==> src/rtl/acc_cfg.svh <==
`ifndef ACC_CFG_SVH
`define ACC_CFG_SVH

// Queue counts
`define ACC_NUM_IN 2

// Field widths
`define ACC_DATA_W 32
`define ACC_ADDR_W 16
`define ACC_CNT_W 16
`define ACC_QID_W 8

// Queue id, base address and count side by side
`define ACC_CONF_W 40

`endif

==> src/rtl/acc_pkg.sv <==
`include "acc_cfg.svh"

package acc_pkg;

  // Kind of word on the configuration bus
  typedef enum logic [1:0] {
    conf_none   = 2'd0,
    conf_queue  = 2'd1,
    conf_status = 2'd2
  } conf_kind_t;

  typedef struct packed {
    logic [`ACC_QID_W-1:0]  qid;
    logic [`ACC_ADDR_W-1:0] base;
    logic [`ACC_CNT_W-1:0]  count;
  } queue_conf_t;

  typedef struct packed {
    logic [`ACC_CONF_W-`ACC_ADDR_W-1:0] rsvd;
    logic [`ACC_ADDR_W-1:0]             addr;
  } status_conf_t;

  // View picked by conf_valid
  typedef union packed {
    queue_conf_t  q;
    status_conf_t s;
  } conf_word_u;

endpackage

==> src/rtl/input_queue_ctrl.sv <==
`include "acc_cfg.svh"

module input_queue_ctrl
  import acc_pkg::*;
#(
  parameter logic [`ACC_QID_W-1:0] QUEUE_ID = '0
) (
  input  logic                   clk,
  input  logic                   rst,
  input  logic                   start,
  input  conf_kind_t             conf_valid,
  input  conf_word_u             conf,
  input  logic                   available_read,
  input  logic                   read_data_valid,
  input  logic [`ACC_QID_W-1:0]  read_queue_id,
  input  logic [`ACC_DATA_W-1:0] read_data,
  input  logic                   take,
  output logic                   request_read,
  output logic [`ACC_ADDR_W-1:0] request_addr,
  output logic                   word_ready,
  output logic [`ACC_DATA_W-1:0] word_data,
  output logic                   done
);

  logic                  started;
  logic                  pending;
  logic [`ACC_CNT_W-1:0] words_left;
  logic                  conf_hit;
  logic                  data_hit;

  assign conf_hit = (conf_valid == conf_queue) && (conf.q.qid == QUEUE_ID);
  assign data_hit = read_data_valid && (read_queue_id == QUEUE_ID);

  // One read in flight, and only into an empty buffer
  assign request_read = started && (words_left != '0) && !word_ready && !pending
                        && available_read;

  always_ff @(posedge clk) begin
    if (rst) begin
      started    <= 1'b0;
      pending    <= 1'b0;
      words_left <= '0;
      word_ready <= 1'b0;
      done       <= 1'b0;
    end else begin
      if (conf_hit) begin
        words_left <= conf.q.count;
      end
      if (start) begin
        started <= 1'b1;
      end
      if (request_read) begin
        pending    <= 1'b1;
        words_left <= words_left - 1'b1;
      end
      if (data_hit) begin
        pending    <= 1'b0;
        word_ready <= 1'b1;
      end
      if (take) begin
        word_ready <= 1'b0;
      end
      done <= started && (words_left == '0) && !pending && !word_ready;
    end
  end

  always_ff @(posedge clk) begin
    if (conf_hit) begin
      request_addr <= conf.q.base;
    end else if (request_read) begin
      request_addr <= request_addr + 1'b1;
    end
    if (data_hit) begin
      word_data <= read_data;
    end
  end

endmodule

==> src/rtl/output_queue_ctrl.sv <==
`include "acc_cfg.svh"

module output_queue_ctrl
  import acc_pkg::*;
#(
  parameter logic [`ACC_QID_W-1:0] QUEUE_ID = '0
) (
  input  logic                   clk,
  input  logic                   rst,
  input  logic                   start,
  input  conf_kind_t             conf_valid,
  input  conf_word_u             conf,
  input  logic                   push,
  input  logic [`ACC_DATA_W-1:0] push_data,
  input  logic                   available_write,
  input  logic                   write_ack,
  input  logic [`ACC_QID_W-1:0]  write_queue_id,
  output logic                   slot_free,
  output logic                   request_write,
  output logic [`ACC_ADDR_W-1:0] write_addr,
  output logic [`ACC_DATA_W-1:0] write_data,
  output logic                   done
);

  logic                  started;
  logic                  pending;
  logic                  full;
  logic [`ACC_CNT_W-1:0] total;
  logic [`ACC_CNT_W-1:0] acked;
  logic                  conf_hit;
  logic                  ack_hit;

  assign conf_hit = (conf_valid == conf_queue) && (conf.q.qid == QUEUE_ID);
  assign ack_hit  = write_ack && (write_queue_id == QUEUE_ID);

  assign slot_free = !full;

  // Buffer frees at the strobe, next write waits for the ack
  assign request_write = full && !pending && available_write;

  always_ff @(posedge clk) begin
    if (rst) begin
      started <= 1'b0;
      pending <= 1'b0;
      full    <= 1'b0;
      total   <= '0;
      acked   <= '0;
      done    <= 1'b0;
    end else begin
      if (conf_hit) begin
        total <= conf.q.count;
        acked <= '0;
      end
      if (start) begin
        started <= 1'b1;
      end
      if (push) begin
        full <= 1'b1;
      end
      if (request_write) begin
        full    <= 1'b0;
        pending <= 1'b1;
      end
      if (ack_hit) begin
        pending <= 1'b0;
        acked   <= acked + 1'b1;
      end
      done <= started && (acked == total);
    end
  end

  always_ff @(posedge clk) begin
    if (conf_hit) begin
      write_addr <= conf.q.base;
    end else if (request_write) begin
      write_addr <= write_addr + 1'b1;
    end
    if (push) begin
      write_data <= push_data;
    end
  end

endmodule

==> src/rtl/pair_sum_kernel.sv <==
`include "acc_cfg.svh"

module pair_sum_kernel (
  input  logic                                   clk,
  input  logic                                   rst,
  input  logic                                   start,
  input  logic [`ACC_NUM_IN-1:0]                 word_ready,
  input  logic [`ACC_NUM_IN-1:0][`ACC_DATA_W-1:0] word_data,
  input  logic                                   slot_free,
  output logic                                   take,
  output logic                                   push,
  output logic [`ACC_DATA_W-1:0]                 push_data,
  output logic                                   kernel_busy
);

  logic pair_pending;

  // Pull a full set only when the output side can hold the result
  assign take = (&word_ready) && slot_free;
  assign push = take;

  // Wraps modulo 2^32
  always_comb begin
    push_data = '0;
    for (int i = 0; i < `ACC_NUM_IN; i++) begin
      push_data = push_data + word_data[i];
    end
  end

  // Busy while a word waits in an input buffer or a pair is on its way out
  always_ff @(posedge clk) begin
    if (rst) begin
      pair_pending <= 1'b0;
      kernel_busy  <= 1'b0;
    end else begin
      pair_pending <= take;
      if (start) begin
        kernel_busy <= 1'b1;
      end else begin
        kernel_busy <= (|word_ready) || pair_pending;
      end
    end
  end

endmodule

==> src/rtl/cycle_timer.sv <==
`include "acc_cfg.svh"

module cycle_timer (
  input  logic                   clk,
  input  logic                   rst,
  input  logic                   start,
  input  logic                   freeze,
  output logic [`ACC_DATA_W-1:0] elapsed
);

  logic run;

  // Start arrives one edge after the host strobe, so counting begins at one
  always_ff @(posedge clk) begin
    if (rst) begin
      run     <= 1'b0;
      elapsed <= '0;
    end else if (start) begin
      run     <= 1'b1;
      elapsed <= `ACC_DATA_W'(1);
    end else if (freeze) begin
      run <= 1'b0;
    end else if (run) begin
      elapsed <= elapsed + 1'b1;
    end
  end

endmodule

==> src/rtl/status_ctrl.sv <==
`include "acc_cfg.svh"

module status_ctrl
  import acc_pkg::*;
#(
  parameter logic [`ACC_QID_W-1:0] QUEUE_ID = '0
) (
  input  logic                   clk,
  input  logic                   rst,
  input  logic                   start,
  input  conf_kind_t             conf_valid,
  input  conf_word_u             conf,
  input  logic [`ACC_NUM_IN:0]   queue_done,
  input  logic                   kernel_busy,
  input  logic                   available_write,
  input  logic                   write_ack,
  input  logic [`ACC_QID_W-1:0]  write_queue_id,
  input  logic [`ACC_DATA_W-1:0] elapsed,
  output logic                   freeze,
  output logic                   request_write,
  output logic [`ACC_ADDR_W-1:0] write_addr,
  output logic [`ACC_DATA_W-1:0] write_data,
  output logic                   done
);

  localparam logic [2:0] ST_IDLE     = 3'd0;
  localparam logic [2:0] ST_RUN      = 3'd1;
  localparam logic [2:0] ST_SEND     = 3'd2;
  localparam logic [2:0] ST_WAIT_ACK = 3'd3;
  localparam logic [2:0] ST_FINISHED = 3'd4;

  logic [2:0] state;

  assign request_write = (state == ST_SEND) && available_write;
  // Timer stops on the same edge that takes the status word
  assign freeze        = request_write;
  assign write_data    = elapsed;
  assign done          = (state == ST_FINISHED);

  always_ff @(posedge clk) begin
    if (conf_valid == conf_status) begin
      write_addr <= conf.s.addr;
    end
  end

  always_ff @(posedge clk) begin
    if (rst) begin
      state <= ST_IDLE;
    end else begin
      case (state)
        ST_IDLE: begin
          if (start) begin
            state <= ST_RUN;
          end
        end
        ST_RUN: begin
          if ((&queue_done) && !kernel_busy) begin
            state <= ST_SEND;
          end
        end
        ST_SEND: begin
          if (request_write) begin
            state <= ST_WAIT_ACK;
          end
        end
        ST_WAIT_ACK: begin
          if (write_ack && (write_queue_id == QUEUE_ID)) begin
            state <= ST_FINISHED;
          end
        end
        default: begin
          state <= ST_FINISHED;
        end
      endcase
    end
  end

endmodule

==> src/rtl/acc_top.sv <==
`include "acc_cfg.svh"

module acc_top
  import acc_pkg::*;
(
  input  logic                                   clk,
  input  logic                                   rst,
  input  logic                                   start,
  input  conf_kind_t                             conf_valid,
  input  conf_word_u                             conf,
  input  logic [`ACC_NUM_IN-1:0]                 available_read,
  output logic [`ACC_NUM_IN-1:0]                 request_read,
  output logic [`ACC_NUM_IN-1:0][`ACC_ADDR_W-1:0] request_addr,
  input  logic                                   read_data_valid,
  input  logic [`ACC_QID_W-1:0]                  read_queue_id,
  input  logic [`ACC_DATA_W-1:0]                 read_data,
  input  logic [1:0]                             available_write,
  output logic [1:0]                             request_write,
  output logic [1:0][`ACC_ADDR_W-1:0]            write_addr,
  output logic [1:0][`ACC_DATA_W-1:0]            write_data,
  input  logic                                   write_ack,
  input  logic [`ACC_QID_W-1:0]                  write_queue_id,
  output logic                                   done
);

  localparam logic [`ACC_QID_W-1:0] OUT_QID    = `ACC_NUM_IN;
  localparam logic [`ACC_QID_W-1:0] STATUS_QID = `ACC_NUM_IN + 1;

  logic                                    start_reg;
  conf_kind_t                              conf_valid_reg;
  conf_word_u                              conf_reg;
  logic                                    read_data_valid_reg;
  logic [`ACC_QID_W-1:0]                   read_queue_id_reg;
  logic [`ACC_DATA_W-1:0]                  read_data_reg;
  logic                                    write_ack_reg;
  logic [`ACC_QID_W-1:0]                   write_queue_id_reg;
  logic [`ACC_NUM_IN-1:0]                  word_ready;
  logic [`ACC_NUM_IN-1:0][`ACC_DATA_W-1:0] word_data;
  logic [`ACC_NUM_IN-1:0]                  in_done;
  logic                                    out_done;
  logic                                    take;
  logic                                    push;
  logic [`ACC_DATA_W-1:0]                  push_data;
  logic                                    slot_free;
  logic                                    kernel_busy;
  logic                                    freeze;
  logic [`ACC_DATA_W-1:0]                  elapsed;

  // Host strobes and their data, one register stage
  always_ff @(posedge clk) begin
    if (rst) begin
      start_reg           <= 1'b0;
      conf_valid_reg      <= conf_none;
      read_data_valid_reg <= 1'b0;
      write_ack_reg       <= 1'b0;
    end else begin
      start_reg           <= start;
      conf_valid_reg      <= conf_valid;
      read_data_valid_reg <= read_data_valid;
      write_ack_reg       <= write_ack;
    end
  end

  always_ff @(posedge clk) begin
    conf_reg           <= conf;
    read_queue_id_reg  <= read_queue_id;
    read_data_reg      <= read_data;
    write_queue_id_reg <= write_queue_id;
  end

  for (genvar i = 0; i < `ACC_NUM_IN; i++) begin : gen_in_queue
    input_queue_ctrl #(
      .QUEUE_ID(`ACC_QID_W'(i))
    ) in_queue_i (
      .clk            (clk),
      .rst            (rst),
      .start          (start_reg),
      .conf_valid     (conf_valid_reg),
      .conf           (conf_reg),
      .available_read (available_read[i]),
      .read_data_valid(read_data_valid_reg),
      .read_queue_id  (read_queue_id_reg),
      .read_data      (read_data_reg),
      .take           (take),
      .request_read   (request_read[i]),
      .request_addr   (request_addr[i]),
      .word_ready     (word_ready[i]),
      .word_data      (word_data[i]),
      .done           (in_done[i])
    );
  end

  pair_sum_kernel kernel_i (
    .clk        (clk),
    .rst        (rst),
    .start      (start_reg),
    .word_ready (word_ready),
    .word_data  (word_data),
    .slot_free  (slot_free),
    .take       (take),
    .push       (push),
    .push_data  (push_data),
    .kernel_busy(kernel_busy)
  );

  output_queue_ctrl #(
    .QUEUE_ID(OUT_QID)
  ) out_queue_i (
    .clk            (clk),
    .rst            (rst),
    .start          (start_reg),
    .conf_valid     (conf_valid_reg),
    .conf           (conf_reg),
    .push           (push),
    .push_data      (push_data),
    .available_write(available_write[0]),
    .write_ack      (write_ack_reg),
    .write_queue_id (write_queue_id_reg),
    .slot_free      (slot_free),
    .request_write  (request_write[0]),
    .write_addr     (write_addr[0]),
    .write_data     (write_data[0]),
    .done           (out_done)
  );

  cycle_timer timer_i (
    .clk    (clk),
    .rst    (rst),
    .start  (start_reg),
    .freeze (freeze),
    .elapsed(elapsed)
  );

  status_ctrl #(
    .QUEUE_ID(STATUS_QID)
  ) status_i (
    .clk            (clk),
    .rst            (rst),
    .start          (start_reg),
    .conf_valid     (conf_valid_reg),
    .conf           (conf_reg),
    .queue_done     ({out_done, in_done}),
    .kernel_busy    (kernel_busy),
    .available_write(available_write[1]),
    .write_ack      (write_ack_reg),
    .write_queue_id (write_queue_id_reg),
    .elapsed        (elapsed),
    .freeze         (freeze),
    .request_write  (request_write[1]),
    .write_addr     (write_addr[1]),
    .write_data     (write_data[1]),
    .done           (done)
  );

endmodule

==> config.mk <==
export PLATFORM = sky130hd
export DESIGN_NAME = acc_top
export DESIGN_NICKNAME = d
export VERILOG_FILES = /design/src/rtl/acc_pkg.sv /design/src/rtl/input_queue_ctrl.sv /design/src/rtl/output_queue_ctrl.sv /design/src/rtl/pair_sum_kernel.sv /design/src/rtl/cycle_timer.sv /design/src/rtl/status_ctrl.sv /design/src/rtl/acc_top.sv
export VERILOG_INCLUDE_DIRS = /design/src /design/src/rtl
export SDC_FILE = /design/constraint.sdc
export NUM_CORES = 1
export LEC_CHECK = 0
export ABC_AREA = 1
export BUFFER_PORTS_ARGS = -buffer_cell sky130_fd_sc_hd__buf_2
export CORE_MARGIN = 3
export CORE_UTILIZATION = 50
export CTS_CLUSTER_DIAMETER = 150
export DETAILED_ROUTE_END_ITERATION = 8
export PLACE_DENSITY_LB_ADDON = 0.1
export SYNTH_ARGS = -nofsm -noshare
export SYNTH_HDL_FRONTEND = slang
export SYNTH_SLANG_ARGS = --single-unit
==> constraint.sdc <==
create_clock -name clk -period 8.45 [get_ports clk]
set_input_delay 0 -clock clk [delete_from_list [all_inputs] [get_ports clk]]
set_output_delay 0 -clock clk [all_outputs]
set_load 0.005 [all_outputs]
==> flow_summary.ini, run 1 <==
[run_status]
outcome = completed

[synth]
ys_seq_elements = 365
seq_area_frac_synth_pct = 52.72
syn-instance-count = 2074
yosysWarnings = 0
ys_types = 46
syn-num-nets = 2212
syn_area_um2 = 16900
syn_area_per_cell_um2 = 8.147

[grt]
grt_max_degree = 55
grt_overflow = 0
grt_pass1_wl_mm = 70.59
grt_pass1_vias = 14100
track_usage_pct = 24.05
antenna_found_initial = 0

[cts]
cts_tree = done
htreeDepth = 2
clock_path_buffers = 3
cts_buffers = 40
clock_sinks = 365
cts_root_buf = clkbuf_16
path_clk_slew_ps = 60
clk_latency_ps = 540

[routing]
num_vias = 14760
firstDrtPassIters = 7
finalWirelength_mm = 43.62
route.detailed.drc = 0
ant_nets = 0
detail_route.vias_per_cell = 5.134
post_drt_wl_per_cell_um = 15.17
drtIter0Drc = 918

[critical_path]
cp.arrival_ps = 2760
critPathMaxFanout = 31
r2r_cells = 8
reg2reg_to = gen_in_queue[1].in_queue_i.words_left[1]$_SDFFE_PP0P_
cp-start-kind = flip-flop
rrSetupSlack_ps = 5750
crit_required_ps = 8450
r2r_start = conf_reg[35]$_DFF_P_
cp-end-kind = primary output
worstSetupPathType = flip-flop to primary output

[cells_and_area]
largest_reg_flops = 64
antenna_cells = 0
final_cell_mix = nand2_1 (580), nor2_1 (248), inv_1 (240)
final_common_cell = nand2_1
final_nets = 2542
final_layout_size_suffix_gt1_share_pct = 13.44
area_growth_pct = 22.46

[job]
max_cap_violations = 0

[timing]
finalSetupViolCount = 0
maxSlewViolCount = 0
period_minus_slack_ps = 2759
hold_ws_ps = 15.60
finClkSkew_ps = 21.08
setup_tns_ps = 0
worst_pin_slew_ps = 1162
max_freq_ghz = 0.3625
hold_viol_final = 0
max_slew_margin_pct = 22.35
rsz0062_at_grt = false
period_share_pct = 32.65

[floorplanning]
initial_core_util_pct = 51.28
core_area_um2 = 32950
pin_count = 232
rows = 66
die_area_um2 = 36040
die_x_um = 189.8
die_h_um = 189.8

[hold_path]
whs_endpoint = gen_in_queue[0].in_queue_i.words_left[7]$_SDFFE_PP0P_
min_from = available_read[0]
min_path_cells = 6
hold_class = input pin to flip-flop

[power]
p_leak_uw = 0.009052
ir_drop_mv = 0.2007
powerDensity_nw_per_um2 = 205.4

[placement]
place_congestion = 0.9060
dpl.hpwl_mm = 31.13
port_buffers = 231
power breakdown:
| part | switching (µW) | internal [µW] |
|---|---|---|
| clock | 691 | 1060 |
| combinational | 316 | 209 |
| sequential | 61.8 | 1910 |
| total | 1070 | 3180 |
stage by stage:
stage | cells | utilization (%) | total power (µW) | worst slack [ps] | cell area, µm²
global route | 2875 | 62.80 | 4438 | 5466 | 20690
detailed placement | 2710 | 55.92 | 2495 | 5715 | 18430
CTS | 2875 | 62.80 | 4286 | 5701 | 20690
global placement | 2710 | 55.92 | 2488 | 5892 | 18430
finish | 2875 | 62.80 | 4249 | 5691 | 20690
floorplan | 2074 | - | 2363 | 5220 | 16900
cells in the mapped netlist (all sizes together):
cell	instances	area, µm²
or2	8	50.05
a31oi	7	43.79
o211ai	1	7.510
o21bai	8	60.06
a22oi	2	15.01
nand2	584	2207
xnor2	16	140.1
inv	241	904.6
a21oi	107	535.5
and3	2	12.51
o22ai	13	81.33
nor3	33	175.2
a221oi	1	8.760
nand3	139	713.2
or3	1	6.260
clkinv	4	15.01
nor2	256	995.9
xor2	45	394.1
nand4	24	150.1
o21ai	105	525.5
and2	3	18.77
a21o	2	15.01
dfxtp	205	4104
o21a	4	30.03
edfxtp	160	4805
ha	38	475.5
fa	1	20.02
nor4	4	25.02
o31ai	1	7.510
nand3b	14	105.1
buf	20	152.6
clkbuf	24	90.09
nor3b	1	7.510
layer usage:
| metal | vias to the layer above | wire length, µm | track usage [%] |
|---|---|---|---|
| met1 | 6813 | 19500 | 32.56 |
| met2 | 472 | 20260 | 39.99 |
| met4 | 0 | 955 | 6.767 |
| met3 | 62 | 2902 | 4.128 |
| met5 | - | 0 | 0 |
| li1 | 7412 | - | - |
how the worst max path moves through the flow:
stage | depth (start not counted) | from | end
floorplan | 5 | gen_in_queue[1].in_queue_i.word_ready$_SDFFE_PP0P_ | gen_in_queue[1].in_queue_i.word_ready$_SDFFE_PP0P_
global placement | 8 | conf_reg[35]$_DFF_P_ | gen_in_queue[1].in_queue_i.words_left[1]$_SDFFE_PP0P_
detailed placement | 8 | conf_reg[35]$_DFF_P_ | gen_in_queue[1].in_queue_i.words_left[1]$_SDFFE_PP0P_
CTS | 8 | conf_reg[35]$_DFF_P_ | gen_in_queue[1].in_queue_i.words_left[1]$_SDFFE_PP0P_
global route | 8 | conf_reg[35]$_DFF_P_ | gen_in_queue[1].in_queue_i.words_left[1]$_SDFFE_PP0P_
finish | 5 | out_queue_i.started$_SDFFE_PP0P_ | request_read[1]
timing repair:
action / in CTS / in global routing
gates resized for setup: 0 / 0
hold endpoints to repair: 94 / 0
buffers inserted: 0 / 0
hold buffers: 94 / 0
critical path: stages (launching register included):
cell and delay, ps:
dfxtp_1 350, nand2_1 60, nor3_1 550, nand2_2 500, inv_1 530, buf_2 250
final cells by class:
class / instances / area [µm²]
well taps: 442 / 553.0
repair buffers: 332 / 2150
flip-flops and latches: 365 / 8909
clock inverters: 16 / 155.1
inverters: 245 / 919.6
fillers: 2874 / 12260
clock buffers: 55 / 1171
multi-input cells: 1420 / 6835
cells by family (layout without fill, tap and decap cells):
| logic type | count (synthesis) | in the layout | synth area share, % |
|---|---|---|---|
| XOR/XNOR | 61 | 61 | 3.162 |
| buffers and inverters | 289 | 648 | 6.879 |
| flip-flops | 365 | 365 | 52.72 |
| adder cells (fa/ha/maj) | 39 | 39 | 2.932 |
| AND/OR/NAND/NOR | 1069 | 1069 | 26.43 |
| AO/OA/AOI/OAI | 251 | 251 | 7.871 |
No activity file was read; power rests on OpenSTA's default activity.
==> run 2: changes to the inputs <==
clock period = 2.4 ns   (was 8.45 ns; I/O delays follow)
==> run 2 against run 1 <==
  * Sequential share of layout area shrank 0.38 points
  * Sequential cell count is the same
  * Utilization grew 0.56 points
  * Cell count grew 0.77%
  * Clock-buffer cell count shrank 2
==> flow_summary.ini, run 2 (synthesis results as in run 1) <==
[cells_and_area]
final_nets = 2561
finalNonFillerCells = 2897
final_cell_mix = nand2_1 (580), nor2_1 (248), inv_1 (238)
area_growth_pct = 23.55
largest_reg_flops = 64
final_common_cell = nand2_1
finalInstanceArea_um2 = 20880
final_layout_size_suffix_gt1_share_pct = 14.06

[placement]
place_congestion = 0.9294
dp.cells = 2723
post_dp_cell_area_um2 = 18550
dpl.hpwl_mm = 31.70
port_buffers = 231

[timing]
finalSetupViolCount = 0
finClkSkew_ps = 15.82
setup_tns_ps = 0
period_share_pct = 90.71
maxSlewViolCount = 0
max_freq_ghz = 0.4593
hold_ws_ps = 63.16
hold_viol_final = 0
period_minus_slack_ps = 2177
max_slew_margin_pct = 37.96
worst_pin_slew_ps = 930.5
rsz0062_at_grt = false

[run_status]
outcome = completed

[grt]
track_usage_pct = 24.39
grt_max_degree = 44
grt_pass1_wl_mm = 71.59
grt_pass1_vias = 14280
grt_overflow = 0
antenna_found_initial = 0

[routing]
finalWirelength_mm = 44.40
detail_route.vias_per_cell = 5.085
drtIter0Drc = 926
num_vias = 14730
ant_nets = 0
firstDrtPassIters = 5
post_drt_wl_per_cell_um = 15.33
route.detailed.drc = 0

[floorplanning]
die_area_um2 = 36040
rows = 66
pin_count = 232
initial_core_util_pct = 51.28
die_h_um = 189.8
core_area_um2 = 32950
die_x_um = 189.8

[cts]
path_clk_slew_ps = 60
htreeDepth = 2
clock_sinks = 365
clock_path_buffers = 3
cts_tree = done
cts_root_buf = clkbuf_16
clk_latency_ps = 540
cts_buffers = 40

[critical_path]
cp.arrival_ps = 2450
cp-end-kind = flip-flop
critPathSlowestCell = fa_1
cp-start-kind = flip-flop
critPathMaxFanout = 4
path_cells = ha_1 -> fa_1 -> nand3_1 -> nand3_1 -> nand2_1 -> nand2_1 -> a21oi_2 -> xnor2_1
crit_required_ps = 2670
worstSetupPathType = flip-flop to flip-flop
max_stage_delay_ps = 470

[job]
max_cap_violations = 0

[hold_path]
hold_class = input pin to flip-flop

[power]
p_leak_uw = 0.009105
powerDensity_nw_per_um2 = 716.4
ir_drop_mv = 0.7492
run 2: cell types whose count changed in the layout (fill, tap and decap cells not counted), moves of 3 or more:
cell           previous run  this run
clkbuf_8                  5         2
dlygate4sd3_1            94        97
buf_4                     7        21
clkinvlp_4                1         5
run 2: metrics by stage:
| step | setup WS (ps) | utilization [%] | power, µW |
|---|---|---|---|
| after CTS | 31.79 | 63.26 | 15050 |
| final | 222.9 | 63.36 | 14960 |
| after detailed placement | 185.3 | 56.31 | 8840 |
| after global routing | 1.697 | 63.36 | 15610 |
| after global placement | 224.1 | 56.31 | 8797 |
| after floorplan | 202.6 | - | 8320 |
run 2: repair_timing:
action,CTS,global route
buffers inserted,1,2
gates resized for setup,1,3
setup endpoints to repair,1,3
hold endpoints to repair,105,0
hold buffers,97,0
run 2: worst max-delay path, delay by kind of cell, from the launching register on:
kind,cells,cell delay [ps]
DFF,1,370
adders and majority gates,2,760
AOI/OAI and AO/OA,1,210
and+or+nand+nor,4,480
xor gates and xnor gates,1,90
run 2: area by class of cell:
| cell class | count | area, µm² |
|---|---|---|
| repair buffers | 351 | 2325 |
| clock inverters | 20 | 195.2 |
| multi-input cells | 1420 | 6854 |
| fillers | 2855 | 12070 |
| diodes | 1 | 2.502 |
| clock buffers | 53 | 1112 |
| well taps | 442 | 553.0 |
| flip-flops and latches | 365 | 8909 |
| inverters | 245 | 927.1 |
run 2: final timing paths:
| path | from | end | slack, ps | cells after the start |
|---|---|---|---|---|
| setup / recovery | gen_in_queue[0].in_queue_i.word_data[0]$_DFFE_PP_ | out_queue_i.write_data[16]$_DFFE_PP_ | 220 | 8 |
| hold / removal | available_write[1] | status_i.state[2]$_SDFFE_PP0P_ | 60 | 5 |
| setup reg to reg | gen_in_queue[0].in_queue_i.word_data[0]$_DFFE_PP_ | out_queue_i.write_data[16]$_DFFE_PP_ | 220 | 8 |
| hold reg to reg | read_data_reg[20]$_DFF_P_ | gen_in_queue[0].in_queue_i.word_data[20]$_DFFE_PP_ | 420 | 0 |
run 2: layer usage:
metal | vias to the layer above | wire, µm | global-route usage, %
met2 | 395 | 21540 | 42.21
met1 | 6832 | 19510 | 32.11
li1 | 7435 | - | -
met3 | 69 | 2402 | 3.741
met5 | - | 0 | 0
met4 | 0 | 948 | 6.369
run 2: where the power goes:
group          leakage [µW]  internal [µW]  switching (µW)
combinational       0.00534            785            1160
clock              0.000637           3600            2470
sequential          0.00313           6730             210
total               0.00911          11100            3840
==> run 3: changes to the inputs <==
CAP_MARGIN = 10   (was default)
PLACE_DENSITY = 0.8   (was default)
PLACE_DENSITY_LB_ADDON = default   (was 0.1)
==> run 3 against run 2 <==
  * First-iteration DRC count is 19% higher
  * Global-route usage is 0.44 points lower
  * Non-clock buffer count is 6 higher
  * Critical path type is now flip-flop to primary output
  * Largest power group unchanged
  * Clock power is 8.2% higher
  * Via count is 2.5% higher
==> flow_summary.ini, run 3 (synthesis results as in run 1) <==
[run_status]
outcome = completed

[cts]
htreeDepth = 2
clock_sinks = 365
path_clk_slew_ps = 60
cts_tree = done
cts_root_buf = clkbuf_16
cts_buffers = 40
clk_latency_ps = 530
clock_path_buffers = 3

[floorplanning]
die_x_um = 189.8
pin_count = 232
core_area_um2 = 32950
die_area_um2 = 36040
initial_core_util_pct = 51.28
rows = 66
die_h_um = 189.8

[timing]
max_freq_ghz = 0.4495
rsz0062_at_grt = false
worst_pin_slew_ps = 488.2
maxSlewViolCount = 0
setup_tns_ps = 0
max_slew_margin_pct = 67.45
period_share_pct = 92.69
hold_viol_final = 0
finalSetupViolCount = 0
period_minus_slack_ps = 2225
finClkSkew_ps = 9.637
fin_ws_ps = 175.4

[critical_path]
cp-start-kind = flip-flop
critPathMaxFanout = 15
cp-end-kind = primary output
crit_required_ps = 2400
cp.arrival_ps = 2220
worstSetupPathType = flip-flop to primary output

[placement]
port_buffers = 231
place_congestion = 0.9400
dpl.hpwl_mm = 30.89
dp_slack_ps = 294.9
dp.cells = 2726

[job]
max_cap_violations = 0

[routing]
route.detailed.drc = 0
finalWirelength_mm = 44.35
drtIter0Drc = 1103
post_drt_wl_per_cell_um = 15.26
firstDrtPassIters = 6
detail_route.vias_per_cell = 5.195
ant_nets = 0
num_vias = 15100

[cells_and_area]
final_layout_size_suffix_gt1_share_pct = 14.32
final_nets = 2567
final_cell_mix = nand2_1 (580), nor2_1 (248), inv_1 (238)
nFillCells = 2709
largest_reg_flops = 64
finalNonFillerCells = 2907
area_growth_pct = 24.66
final_common_cell = nand2_1

[power]
p_leak_uw = 0.009211
ir_drop_mv = 0.7951
powerDensity_nw_per_um2 = 732.0

[grt]
antenna_found_initial = 5
grt_overflow = 0
grt_pass1_vias = 14520
track_usage_pct = 23.95
grt_pass1_wl_mm = 70.81
grt_max_degree = 34

[hold_path]
hold_class = input pin to flip-flop
==> run 3: what timing repair did <==
item / in CTS / in global routing
hold buffers: 98 / 0
buffers inserted: 0 / 5
resized for setup: 2 / 1
setup endpoints to repair: 1 / 2
endpoints found under the hold margin: 104 / 0
==> run 3: critical path, cell delays in order (launching register included) <==
cell	delay [ps]
dfxtp_1	330
inv_1	80
ha_1	200
nand2_2	120
nor2_4	140
nand3_1	230
nand2_4	250
clkinvlp_4	180
buf_2	160
==> run 3: cell type report <==
class | instances | area (µm²) | area share, %
repair buffers | 357 | 2372 | 11.26
well taps | 442 | 553.0 | 2.625
multi-input cells | 1420 | 6843 | 32.48
clock inverters | 13 | 183.9 | 0.8731
clock buffers | 58 | 1260 | 5.981
diodes | 7 | 17.52 | 0.08316
flip-flops and latches | 365 | 8909 | 42.29
inverters | 245 | 927.1 | 4.401
==> run 3: metrics by stage <==
step | util (%) | instance area (µm²) | total power, µW | hold slack, ps
floorplan | - | 16900 | 8320 | 27.72
global placement | 56.37 | 18570 | 8732 | 102.2
detailed placement | 56.37 | 18570 | 8787 | 103.6
CTS | 63.75 | 21010 | 15490 | 53.93
global route | 63.92 | 21060 | 16090 | 97.57
finish | 63.93 | 21070 | 15420 | 87.07
==> run 3: power by group <==
part | total, µW | internal (µW) | switching, µW
clock | 6570 | 4090 | 2470
combinational | 1900 | 779 | 1120
sequential | 6950 | 6730 | 219
==> run 3: metal layers <==
metal	up-vias	part of all wire [%]	track usage, %	routed length [µm]
met2	543	49	42.17	21920
li1	7469	-	-	-
met5	-	0	0	0
met3	97	6.2	4.293	2742
met1	6993	41	29.61	18300
met4	0	3.1	8.359	1386
==> run 3: path summary, 6_finish.rpt <==
kind,from,end,slack [ps],depth (start not counted)
max,gen_in_queue[1].in_queue_i.words_left[0]$_SDFFE_PP0P_,request_read[1],180,8
min,available_write[1],status_i.state[2]$_SDFFE_PP0P_,90,5
max reg2reg,gen_in_queue[0].in_queue_i.word_data[0]$_DFFE_PP_,out_queue_i.write_data[24]$_DFFE_PP_,280,10
min reg2reg,read_data_reg[26]$_DFF_P_,gen_in_queue[0].in_queue_i.word_data[26]$_DFFE_PP_,420,0
